$ cat config.mk
export PLATFORM = sky130hd
export DESIGN_NAME = board_harness
export DESIGN_NICKNAME = d
export VERILOG_FILES = /design/src/board_pkg.sv /design/src/pin_drive.sv /design/src/bus_resolve.sv /design/src/cheri_err_monitor.sv /design/src/board_harness.sv
export SDC_FILE = /design/constraint.sdc
export NUM_CORES = 1
export LEC_CHECK = 0
export ABC_AREA = 1
export BUFFER_PORTS_ARGS = -buffer_cell sky130_fd_sc_hd__buf_2
export CORE_MARGIN = 4
export CORE_UTILIZATION = 33
export DETAILED_ROUTE_END_ITERATION = 10
export PLACE_DENSITY = 0.84
export SETUP_SLACK_MARGIN = 0.4
export SYNTH_ARGS = -nofsm -noshare
export SYNTH_HDL_FRONTEND = slang
export SYNTH_HIERARCHICAL = 1
export SYNTH_SLANG_ARGS = --single-unit
$ cat constraint.sdc
create_clock -name clk_i -period 0.9 [get_ports clk_i]
set_clock_uncertainty 0.1 [all_clocks]
set_input_delay 0.09 -clock clk_i [delete_from_list [all_inputs] [get_ports clk_i]]
set_output_delay 0.09 -clock clk_i [all_outputs]
set_load 0.01 [all_outputs]
$ cat src/board_pkg.sv
//==========================================================================
// Board pin harness package.
// Pin vector widths, pin indices and the bus structs shared by the harness.
//==========================================================================
`default_nettype none

package board_pkg;

  // Pinmux vector widths, narrowed to the modelled pins.
  localparam int unsigned OutPinW   = 8;
  localparam int unsigned InPinW    = 6;
  localparam int unsigned InoutPinW = 16;

  // Default number of CHERI error classes.
  localparam int unsigned CheriErrWidth = 9;
  // Default number of modelled I2C buses.
  localparam int unsigned NumI2cBuses = 3;

  typedef logic [OutPinW-1:0]       out_pins_t;
  typedef logic [InPinW-1:0]        in_pins_t;
  typedef logic [InoutPinW-1:0]     inout_pins_t;
  typedef logic [CheriErrWidth-1:0] cheri_err_t;

  // Output-only pins.
  localparam int unsigned OUT_PIN_SER0_TX  = 0;
  localparam int unsigned OUT_PIN_RS485_TX = 1;
  localparam int unsigned OUT_PIN_MB4      = 2;
  localparam int unsigned OUT_PIN_MB7      = 3;
  localparam int unsigned OUT_PIN_MB10     = 4;

  // Input-only pins.
  localparam int unsigned IN_PIN_SER0_RX  = 0;
  localparam int unsigned IN_PIN_RS485_RX = 1;
  localparam int unsigned IN_PIN_MB3      = 2;
  localparam int unsigned IN_PIN_MB8      = 3;

  // Bidirectional pins carrying I2C.
  localparam int unsigned INOUT_PIN_SCL1       = 0;
  localparam int unsigned INOUT_PIN_SDA1       = 1;
  localparam int unsigned INOUT_PIN_RPH_G0     = 2;
  localparam int unsigned INOUT_PIN_RPH_G1     = 3;
  localparam int unsigned INOUT_PIN_RPH_G2_SDA = 4;
  localparam int unsigned INOUT_PIN_RPH_G3_SCL = 5;

  // PMOD1 flash pins in the order CS, COPI, CIPO, SCK.
  localparam int unsigned INOUT_PIN_PMOD1_1 = 6;
  localparam int unsigned INOUT_PIN_PMOD1_2 = 7;
  localparam int unsigned INOUT_PIN_PMOD1_3 = 8;
  localparam int unsigned INOUT_PIN_PMOD1_4 = 9;

  // Loopback pins.
  localparam int unsigned INOUT_PIN_PMOD0_8   = 10;
  localparam int unsigned INOUT_PIN_PMOD0_10  = 11;
  localparam int unsigned INOUT_PIN_PMOD0_1   = 12;
  localparam int unsigned INOUT_PIN_AH_TMPIO0 = 13;
  localparam int unsigned INOUT_PIN_AH_TMPIO1 = 14;
  // Arduino IO8 and IO9 share the last pad, so that loop reads back its own pin.
  localparam int unsigned INOUT_PIN_AH_TMPIO8 = 15;
  localparam int unsigned INOUT_PIN_AH_TMPIO9 = 15;

  // Per-bus pin tables.
  // Bus 0 is QWIIC1, bus 1 the HAT ID EEPROM, bus 2 the HAT secondary bus.
  localparam int unsigned I2cSclIdx [NumI2cBuses] = '{
    INOUT_PIN_SCL1, INOUT_PIN_RPH_G1, INOUT_PIN_RPH_G3_SCL
  };
  localparam int unsigned I2cSdaIdx [NumI2cBuses] = '{
    INOUT_PIN_SDA1, INOUT_PIN_RPH_G0, INOUT_PIN_RPH_G2_SDA
  };

  // One I2C bus as seen by one side.
  typedef struct packed {
    logic scl;
    logic sda;
  } i2c_bus_t;

  // SPI lines driven towards the flash.
  typedef struct packed {
    logic sck;
    logic cs;
    logic copi;
  } spi_ctrl_t;

  // RS-485 transceiver control from the system.
  typedef struct packed {
    logic tx;
    logic tx_enable;
    logic rx_enable;
  } rs485_ctrl_t;

endpackage

`default_nettype wire

$ cat src/pin_drive.sv
//==========================================================================
// Pin drive.
// Turns controller pin levels and enables into bus drive levels.
// A released open-drain or tristate pin reads as 1.
//==========================================================================
`timescale 1ns/1ns
`default_nettype none

module pin_drive import board_pkg::*; #(
  parameter int unsigned NumI2cBuses = board_pkg::NumI2cBuses
) (
  // System pinmux side.
  input  out_pins_t                   sys_out_pins_i,
  input  inout_pins_t                 sys_inout_to_i,
  input  inout_pins_t                 sys_inout_en_i,
  input  rs485_ctrl_t                 rs485_i,
  // Controller levels after release.
  output i2c_bus_t [NumI2cBuses-1:0]  i2c_ctrl_o,
  output spi_ctrl_t                   spi_o,
  output logic                        uart_tx_o,
  output logic                        rs485_line_o
);

  // Drive level of every bidirectional pin.
  inout_pins_t drive_lvl;

  // A low enable releases the pin.
  // The board pull-up then holds it at 1.
  assign drive_lvl = sys_inout_to_i | ~sys_inout_en_i;

  // Pick the clock and data pins of each I2C bus.
  for (genvar b = 0; b < NumI2cBuses; b++) begin : g_i2c
    assign i2c_ctrl_o[b].scl = drive_lvl[I2cSclIdx[b]];
    assign i2c_ctrl_o[b].sda = drive_lvl[I2cSdaIdx[b]];
  end

  // PMOD1 flash lines.
  // CS idles high when released, which deselects the flash.
  assign spi_o.cs   = drive_lvl[INOUT_PIN_PMOD1_1];
  assign spi_o.copi = drive_lvl[INOUT_PIN_PMOD1_2];
  assign spi_o.sck  = drive_lvl[INOUT_PIN_PMOD1_4];

  // System UART goes straight out.
  assign uart_tx_o = sys_out_pins_i[OUT_PIN_SER0_TX];

  // RS-485 driver.
  // With the driver disabled the line idles at the UART stop level.
  assign rs485_line_o = rs485_i.tx_enable ? rs485_i.tx : 1'b1;

endmodule

`default_nettype wire

$ cat src/bus_resolve.sv
//==========================================================================
// Bus resolution.
// Wired-ANDs the I2C buses, gates the RS-485 receiver, re-times the
// loopbacks and builds the pin vectors returned to the system.
//==========================================================================
`timescale 1ns/1ns
`default_nettype none

module bus_resolve import board_pkg::*; #(
  parameter int unsigned NumI2cBuses = board_pkg::NumI2cBuses
) (
  input  logic                        clk_i,
  input  logic                        rst_ni,
  // I2C levels from both ends of each bus.
  input  i2c_bus_t [NumI2cBuses-1:0]  i2c_ctrl_i,
  input  i2c_bus_t [NumI2cBuses-1:0]  i2c_dev_i,
  // Loopback sources.
  input  out_pins_t                   sys_out_pins_i,
  input  inout_pins_t                 sys_inout_to_i,
  // Device returns.
  input  logic                        rs485_rx_enable_i,
  input  logic                        rs485_dev_tx_i,
  input  logic                        spi_cipo_i,
  input  logic                        uart_rx_i,
  // Resolved buses and vectors back to the system.
  output i2c_bus_t [NumI2cBuses-1:0]  i2c_bus_o,
  output in_pins_t                    sys_in_pins_o,
  output inout_pins_t                 sys_inout_from_o
);

  localparam int unsigned LoopbackW = 6;

  i2c_bus_t [NumI2cBuses-1:0] i2c_res;
  logic [LoopbackW-1:0]       loopback_d;
  logic [LoopbackW-1:0]       loopback_q;
  logic                       rs485_rx;

  // Open-drain bus. Either side pulling low wins.
  // The controller must see the same level or it reports contention.
  assign i2c_res   = i2c_ctrl_i & i2c_dev_i;
  assign i2c_bus_o = i2c_res;

  // Receiver disabled reads as idle.
  assign rs485_rx = rs485_rx_enable_i ? rs485_dev_tx_i : 1'b1;

  // Loopback sources, one bit per path.
  assign loopback_d = {
    sys_inout_to_i[INOUT_PIN_AH_TMPIO8],  // Arduino IO8 -> IO9.
    sys_inout_to_i[INOUT_PIN_AH_TMPIO1],  // Arduino IO1 -> IO0.
    sys_out_pins_i[OUT_PIN_MB10],         // mikroBUS PWM -> PMOD0.1.
    sys_out_pins_i[OUT_PIN_MB7],          // mikroBUS UART TX -> RX.
    sys_out_pins_i[OUT_PIN_MB4],          // mikroBUS SPI COPI -> CIPO.
    sys_inout_to_i[INOUT_PIN_PMOD0_8]     // PMOD0.8 -> PMOD0.10.
  };

  // One register stage breaks the net-level loop from the pinmux
  // outputs back to its inputs.
  always_ff @(posedge clk_i or negedge rst_ni) begin
    if (!rst_ni) begin
      loopback_q <= '0;
    end else begin
      loopback_q <= loopback_d;
    end
  end

  // Input-only vector.
  always_comb begin
    // Unmodelled inputs sit at their pulled-up level.
    sys_in_pins_o                  = '1;
    sys_in_pins_o[IN_PIN_SER0_RX]  = uart_rx_i;
    sys_in_pins_o[IN_PIN_RS485_RX] = rs485_rx;
    sys_in_pins_o[IN_PIN_MB3]      = loopback_q[1];
    sys_in_pins_o[IN_PIN_MB8]      = loopback_q[2];
  end

  // Bidirectional vector.
  always_comb begin
    // Pins with no model on the board read high.
    sys_inout_from_o = '1;
    // Each controller reads back the resolved bus.
    for (int b = 0; b < NumI2cBuses; b++) begin
      sys_inout_from_o[I2cSclIdx[b]] = i2c_res[b].scl;
      sys_inout_from_o[I2cSdaIdx[b]] = i2c_res[b].sda;
    end
    // Flash data out.
    sys_inout_from_o[INOUT_PIN_PMOD1_3]   = spi_cipo_i;
    // Loopback destinations.
    sys_inout_from_o[INOUT_PIN_PMOD0_10]  = loopback_q[0];
    sys_inout_from_o[INOUT_PIN_PMOD0_1]   = loopback_q[3];
    sys_inout_from_o[INOUT_PIN_AH_TMPIO0] = loopback_q[4];
    sys_inout_from_o[INOUT_PIN_AH_TMPIO9] = loopback_q[5];
  end

endmodule

`default_nettype wire

$ cat src/cheri_err_monitor.sv
//==========================================================================
// CHERI error monitor.
// Keeps a sticky mask of the error classes seen and pulses once per class
// on its first occurrence.
//==========================================================================
`timescale 1ns/1ns
`default_nettype none

module cheri_err_monitor #(
  parameter int unsigned CheriErrWidth = board_pkg::CheriErrWidth
) (
  input  logic                     clk_i,
  input  logic                     rst_ni,
  // Error flags from the core, modulated for LEDs.
  input  logic [CheriErrWidth-1:0] cheri_err_i,
  // Classes seen since reset.
  output logic [CheriErrWidth-1:0] cheri_seen_o,
  // One-cycle pulse on a first occurrence.
  output logic [CheriErrWidth-1:0] cheri_new_o
);

  logic [CheriErrWidth-1:0] seen_q;
  logic [CheriErrWidth-1:0] new_q;
  logic [CheriErrWidth-1:0] first_hit;

  // Raised bits not yet in the mask.
  // The flags blink, so a class is only new the first time round.
  assign first_hit = cheri_err_i & ~seen_q;

  always_ff @(posedge clk_i or negedge rst_ni) begin
    if (!rst_ni) begin
      seen_q <= '0;
      new_q  <= '0;
    end else begin
      // The mask only ever gains bits.
      seen_q <= seen_q | cheri_err_i;
      // Pulse lasts one cycle, as the mask closes the bit behind it.
      new_q  <= first_hit;
    end
  end

  assign cheri_seen_o = seen_q;
  assign cheri_new_o  = new_q;

endmodule

`default_nettype wire

$ cat src/board_harness.sv
//==========================================================================
// Board pin harness top level.
// Connects the system pinmux vectors to the off-chip device buses.
//==========================================================================
`timescale 1ns/1ns
`default_nettype none

module board_harness import board_pkg::*; #(
  parameter int unsigned NumI2cBuses   = board_pkg::NumI2cBuses,
  parameter int unsigned CheriErrWidth = $bits(cheri_err_t)
) (
  input  logic                        clk_i,
  input  logic                        rst_ni,
  // System pinmux side.
  input  out_pins_t                   sys_out_pins_i,
  input  inout_pins_t                 sys_inout_to_i,
  input  inout_pins_t                 sys_inout_en_i,
  input  rs485_ctrl_t                 rs485_i,
  input  cheri_err_t                  cheri_err_i,
  output in_pins_t                    sys_in_pins_o,
  output inout_pins_t                 sys_inout_from_o,
  // I2C devices.
  output i2c_bus_t [NumI2cBuses-1:0]  i2c_bus_o,
  input  i2c_bus_t [NumI2cBuses-1:0]  i2c_dev_i,
  // PMOD1 flash.
  output spi_ctrl_t                   spi_o,
  input  logic                        spi_cipo_i,
  // UART.
  output logic                        uart_tx_o,
  input  logic                        uart_rx_i,
  // RS-485 transceiver.
  output logic                        rs485_dev_rx_o,
  input  logic                        rs485_dev_tx_i,
  // CHERI error reporting.
  output cheri_err_t                  cheri_seen_o,
  output cheri_err_t                  cheri_new_o
);

  // Controller levels after release.
  i2c_bus_t [NumI2cBuses-1:0] i2c_ctrl;

  // Release defaults for all driven pins.
  pin_drive #(
    .NumI2cBuses (NumI2cBuses)
  ) u_pin_drive (
    .sys_out_pins_i (sys_out_pins_i),
    .sys_inout_to_i (sys_inout_to_i),
    .sys_inout_en_i (sys_inout_en_i),
    .rs485_i        (rs485_i),
    .i2c_ctrl_o     (i2c_ctrl),
    .spi_o          (spi_o),
    .uart_tx_o      (uart_tx_o),
    .rs485_line_o   (rs485_dev_rx_o)
  );

  // Bus resolution and the return path to the system.
  bus_resolve #(
    .NumI2cBuses (NumI2cBuses)
  ) u_bus_resolve (
    .clk_i             (clk_i),
    .rst_ni            (rst_ni),
    .i2c_ctrl_i        (i2c_ctrl),
    .i2c_dev_i         (i2c_dev_i),
    .sys_out_pins_i    (sys_out_pins_i),
    .sys_inout_to_i    (sys_inout_to_i),
    .rs485_rx_enable_i (rs485_i.rx_enable),
    .rs485_dev_tx_i    (rs485_dev_tx_i),
    .spi_cipo_i        (spi_cipo_i),
    .uart_rx_i         (uart_rx_i),
    .i2c_bus_o         (i2c_bus_o),
    .sys_in_pins_o     (sys_in_pins_o),
    .sys_inout_from_o  (sys_inout_from_o)
  );

  // First-occurrence tracking of CHERI errors.
  cheri_err_monitor #(
    .CheriErrWidth (CheriErrWidth)
  ) u_cheri_err_monitor (
    .clk_i        (clk_i),
    .rst_ni       (rst_ni),
    .cheri_err_i  (cheri_err_i),
    .cheri_seen_o (cheri_seen_o),
    .cheri_new_o  (cheri_new_o)
  );

endmodule

`default_nettype wire

* After elaboration in Yosys (flattened, before gate mapping)
Cells that the tools add are included.
** Storage, ports and cells
- Logic and storage cells :: 11
- Register bits :: 24
- Output and inout bits :: 51
- Input port bits :: 63
** Operators by class
- Muxes and demuxes :: 2
- Bitwise logic cells :: 6
** Operators with widths (number)
- $not 10->10 :: 1
- $or 10x10->10 :: 1
- $and 9x9->9 :: 1
- $not 9->9 :: 1
- $or 9x9->9 :: 1
- $and 6x6->6 :: 1
- $mux 1 :: 2

* Depth between registers and ports, before layout
- Word-level depth :: 3
- Mapped depth :: 5
- Gate-level depth less buffers :: 4

* By module
Netlist, hierarchy kept.
** Modules (own cells, without submodules)
- cheri_err_monitor :: area each 585.6 um^2, times used 1, sequential area each 450.4 um^2, cells each 54
- bus_resolve :: area each 326.6 um^2, times used 1, sequential area each 150.1 um^2, cells each 37
- pin_drive :: area each 82.6 um^2, times used 1, sequential area each 0.0 um^2, cells each 21

* Least setup slack after synthesis
No wires, ideal clock.
- Kind :: reg2reg
- Start point :: reg u_cheri_err_monitor.seen_q[0] (netlist: u_cheri_err_monitor/cheri_seen_o[0])
- End point :: reg u_cheri_err_monitor.seen_q[0] (netlist: u_cheri_err_monitor/cheri_seen_o[0])
- Buffers on the path :: 0
- Data required time :: 0.683 ns
- Cell stages (with the launch flop) :: 3
- Library setup time :: 0.117 ns
- Arrival :: 0.499 ns
- Clock period less this slack :: 0.716 ns
- Path slack :: 0.184 ns
- Path through :: dfrtp_1 > inv_1 > nand2_1
** Between the ends
- Cells in the longest elaborated chain, start to end :: 1
** RTL lines
- start, declared :: RTL line cheri_err_monitor.sv:22 : logic [CheriErrWidth-1:0] seen_q;
- start signal, assigned :: RTL line cheri_err_monitor.sv:36 : seen_q <= seen_q | cheri_err_i;
- $or 9x9->9 :: RTL line cheri_err_monitor.sv:36
No other way between the ends.

* Final worst setup path
- Start point :: reg u_cheri_err_monitor.seen_q[1] (netlist: u_cheri_err_monitor/cheri_seen_o[1])
- End point :: out cheri_seen_o[1]
** RTL lines
- end, declared :: RTL line board_harness.sv:35 : output cheri_err_t cheri_seen_o,
No word-level cell between the ends.

==> impl_metrics.json <==
{
  "cp_top_family": "flip-flops",
  "worst-r2r-setup-slack_ns": -0.03,
  "postSynthRegisterBits": 24,
  "fin_crit_ns": 1.06,
  "drtIter0Drc": 5,
  "synth_top_family_by_area": "buffers and inverters",
  "utilization": 0.695,
  "critPathKind": "flip-flop to output pin",
  "required_ns": 0.71,
  "r2r_start": "u_cheri_err_monitor/cheri_seen_o[5]",
  "synth-adder-area-share": 0,
  "rsz0062_at_grt": "yes",
  "slew_violations": 0,
  "pin_count": 114,
  "floorplan.initialDensity": 0.352,
  "cellPowerDensity_mw_per_mm2": 1070,
  "multi_input_area_um2": 250,
  "diodes": 0,
  "synthesis.area_um2": 995,
  "synth_seq_area_share": 0.604,
  "crit_path_end_kind": "output pin",
  "power_leakage_uw": 0.00113,
  "clock_latency_ns": 0.30,
  "setup-violations-final": 26,
  "coreArea_mm2": 0.00283,
  "outcome": "finished with violations",
  "synthCells": 112,
  "final_common_cell": "buf_2",
  "wl_per_cell_um": 11.4,
  "via_count": 953,
  "hold_buffers": 1,
  "failed_checks": "hold timing, setup timing",
  "regArea_um2": 601,
  "fin_hold_ws_ns": -0.214,
  "switching_share": 0.243,
  "synth.avg_cell_area_um2": 8.88,
  "layout.nets": 271,
  "layout-drive-gt1-share": 0.729,
  "gp_congestion": 0.706,
  "max_freq_mhz": 944,
  "yosysTopAreaCell": "dfrtp_1",
  "fp.dieW_um": 62.9,
  "track_usage": 0.131,
  "p_sw_uw": 513,
  "route.detailed.drc": 0,
  "syn_to_final_growth_pct": 97.6,
  "p_int_uw": 1590,
  "antenna_left": 0,
  "antenna_found_initial": 0,
  "grt_pass1_wl_um": 4110,
  "muxShareOfSynthArea": 0,
  "globalRouteOverflowTotal": 0,
  "crit_fanout": 2,
  "grt_pass1_vias": 965,
  "cts_sinks": 24,
  "max-cap-violations": 0,
  "hold_viol": 24,
  "setup_slack_ns": -0.159,
  "synth_compound_area_frac": 0,
  "cp-start-kind": "flip-flop",
  "cp_num_buf_inv": 1,
  "clock-root-buffer": "clkbuf_4",
  "place.detailed.hpwl_um": 1810,
  "finalCritPeriodShare": 1.18,
  "cp_data_arrival_time_ns": 0.87,
  "rr_worst_depth": 4,
  "synthTopCellsByArea": "dfrtp_1 60%, inv_1 13%, buf_4 13%, nand2_1 9.8%, nor2_1 3.4%",
  "vdd_drop_max_v": 0.000533,
  "cts_max_level": 1,
  "crit_path_end": "cheri_seen_o[1]",
  "grt_max_degree": 25,
  "rows": 19,
  "synth_xor_area_frac": 0,
  "yosysWarnings": 6,
  "crit_cells": 1,
  "synthSimpleGateAreaFrac": 0.132,
  "cts-buffers-inserted": 3,
  "io_buffers": 85,
  "die_h_um": 62.9,
  "timing.rr.end": "u_cheri_err_monitor/cheri_seen_o[5]",
  "worstSetupStartpoint": "u_cheri_err_monitor/cheri_seen_o[1]",
  "crit_path_top_delay_cell": "dfrtp_1",
  "yosys.area.top_type_share": 0.604,
  "combPwrFrac": 0.222,
  "vias_per_cell": 4.00,
  "worstHoldPathType": "primary input to flip-flop",
  "clk_pin_slew_worst_paths_ns": 0.12,
  "dpl_cell_area_mm2": 0.00143,
  "synth.distinct_cells": 6,
  "power_frac_clock": 0.258,
  "die_area_mm2": 0.00396,
  "fin_area_mm2": 0.00197,
  "clockBufferDepth": 2,
  "routed_wl_um": 2710,
  "first_pass_iters": 3,
  "cts_tree": "done",
  "num-fill-cells": 194,
  "path_cells": "buf_2",
  "most-common-layout-cells": "55 x buf_2, 38 x buf_6, 24 x dfrtp_1",
  "critPathMaxStageDelay_ns": 0.42,
  "p_seq_frac": 0.520
}
==> worst min-delay path by stage <==
stage                             startpoint                                   to  slack [ns]  cells after the start
after floorplan                       rst_ni          u_bus_resolve/loopback_q[0]       -0.31                      0
after global placement                rst_ni   u_cheri_err_monitor/cheri_new_o[8]       -0.07                      2
after detailed placement              rst_ni  u_cheri_err_monitor/cheri_seen_o[8]       -0.06                      2
after CTS                  sys_out_pins_i[2]          u_bus_resolve/loopback_q[1]       -0.22                      1
after global routing      sys_inout_to_i[15]          u_bus_resolve/loopback_q[5]       -0.24                      1
final                     sys_inout_to_i[15]          u_bus_resolve/loopback_q[5]       -0.21                      1
==> synth_stat cells <==
library cell	n
nor2_1	9
inv_1	35
buf_4	17
dfrtp_1	24
conb_1	1
nand2_1	26
==> state kept, by name, summed over array words and instances (netlist names) <==
| register | cells |
|---|---|
| u_cheri_err_monitor/cheri_new_o | 9 |
| u_cheri_err_monitor/cheri_seen_o | 9 |
| u_bus_resolve/loopback_q | 6 |
==> through the flow <==
stage / std cells / worst slack, ns / TNS [ns] / power, uW
2_1_floorplan: 118 / 0.189 / 0 / 1310
3_3_place_gp: 218 / 0.179 / 0 / 1430
3_5_place_dp: 218 / 0.179 / 0 / 1430
4_1_cts: 232 / -0.149 / -2.97 / 2070
5_1_grt: 238 / -0.207 / -4.40 / 2230
6_report: 238 / -0.159 / -2.89 / 2110
==> layout make-up <==
| cell class | instances | area share |
|---|---|---|
| clock buffers | 4 | 0.0185 |
| inverters | 35 | 0.106 |
| multi-input cells | 42 | 0.127 |
| flip-flops and latches | 24 | 0.306 |
| well taps | 31 | 0.0197 |
| repair buffers | 102 | 0.423 |
==> power groups by stage <==
stage | clock network [uW] | registers, uW | logic, uW
2_1_floorplan | 0 | 1120 | 184
3_3_place_gp | 0 | 1120 | 313
3_5_place_dp | 0 | 1120 | 317
4_1_cts | 557 | 1090 | 419
5_1_grt | 621 | 1100 | 508
6_report | 544 | 1100 | 469
==> per-layer routing <==
metal / vias to the layer above / GRT usage / wire length (um)
met5: - / 0 / 0
met4: 0 / 0.0661 / 12
met3: 2 / 0.0396 / 336
met2: 65 / 0.231 / 1480
met1: 419 / 0.140 / 888
li1: 467 / - / -
==> logic make-up (layout without fill, tap and decap cells) <==
family,Yosys count,after routing
AND/OR/NAND/NOR,35,35
flip-flops,24,24
other,1,7
buffers and inverters,52,141
==> repair_timing <==
item / in CTS / in global routing
setup endpoints to repair: 59 / 59
endpoints found under the hold margin: 48 / 24
setup buffers: 9 / 6
resized for setup: 52 / 47
pin swaps: 12 / 8
Note: power is estimated with default switching activity, not from simulation.
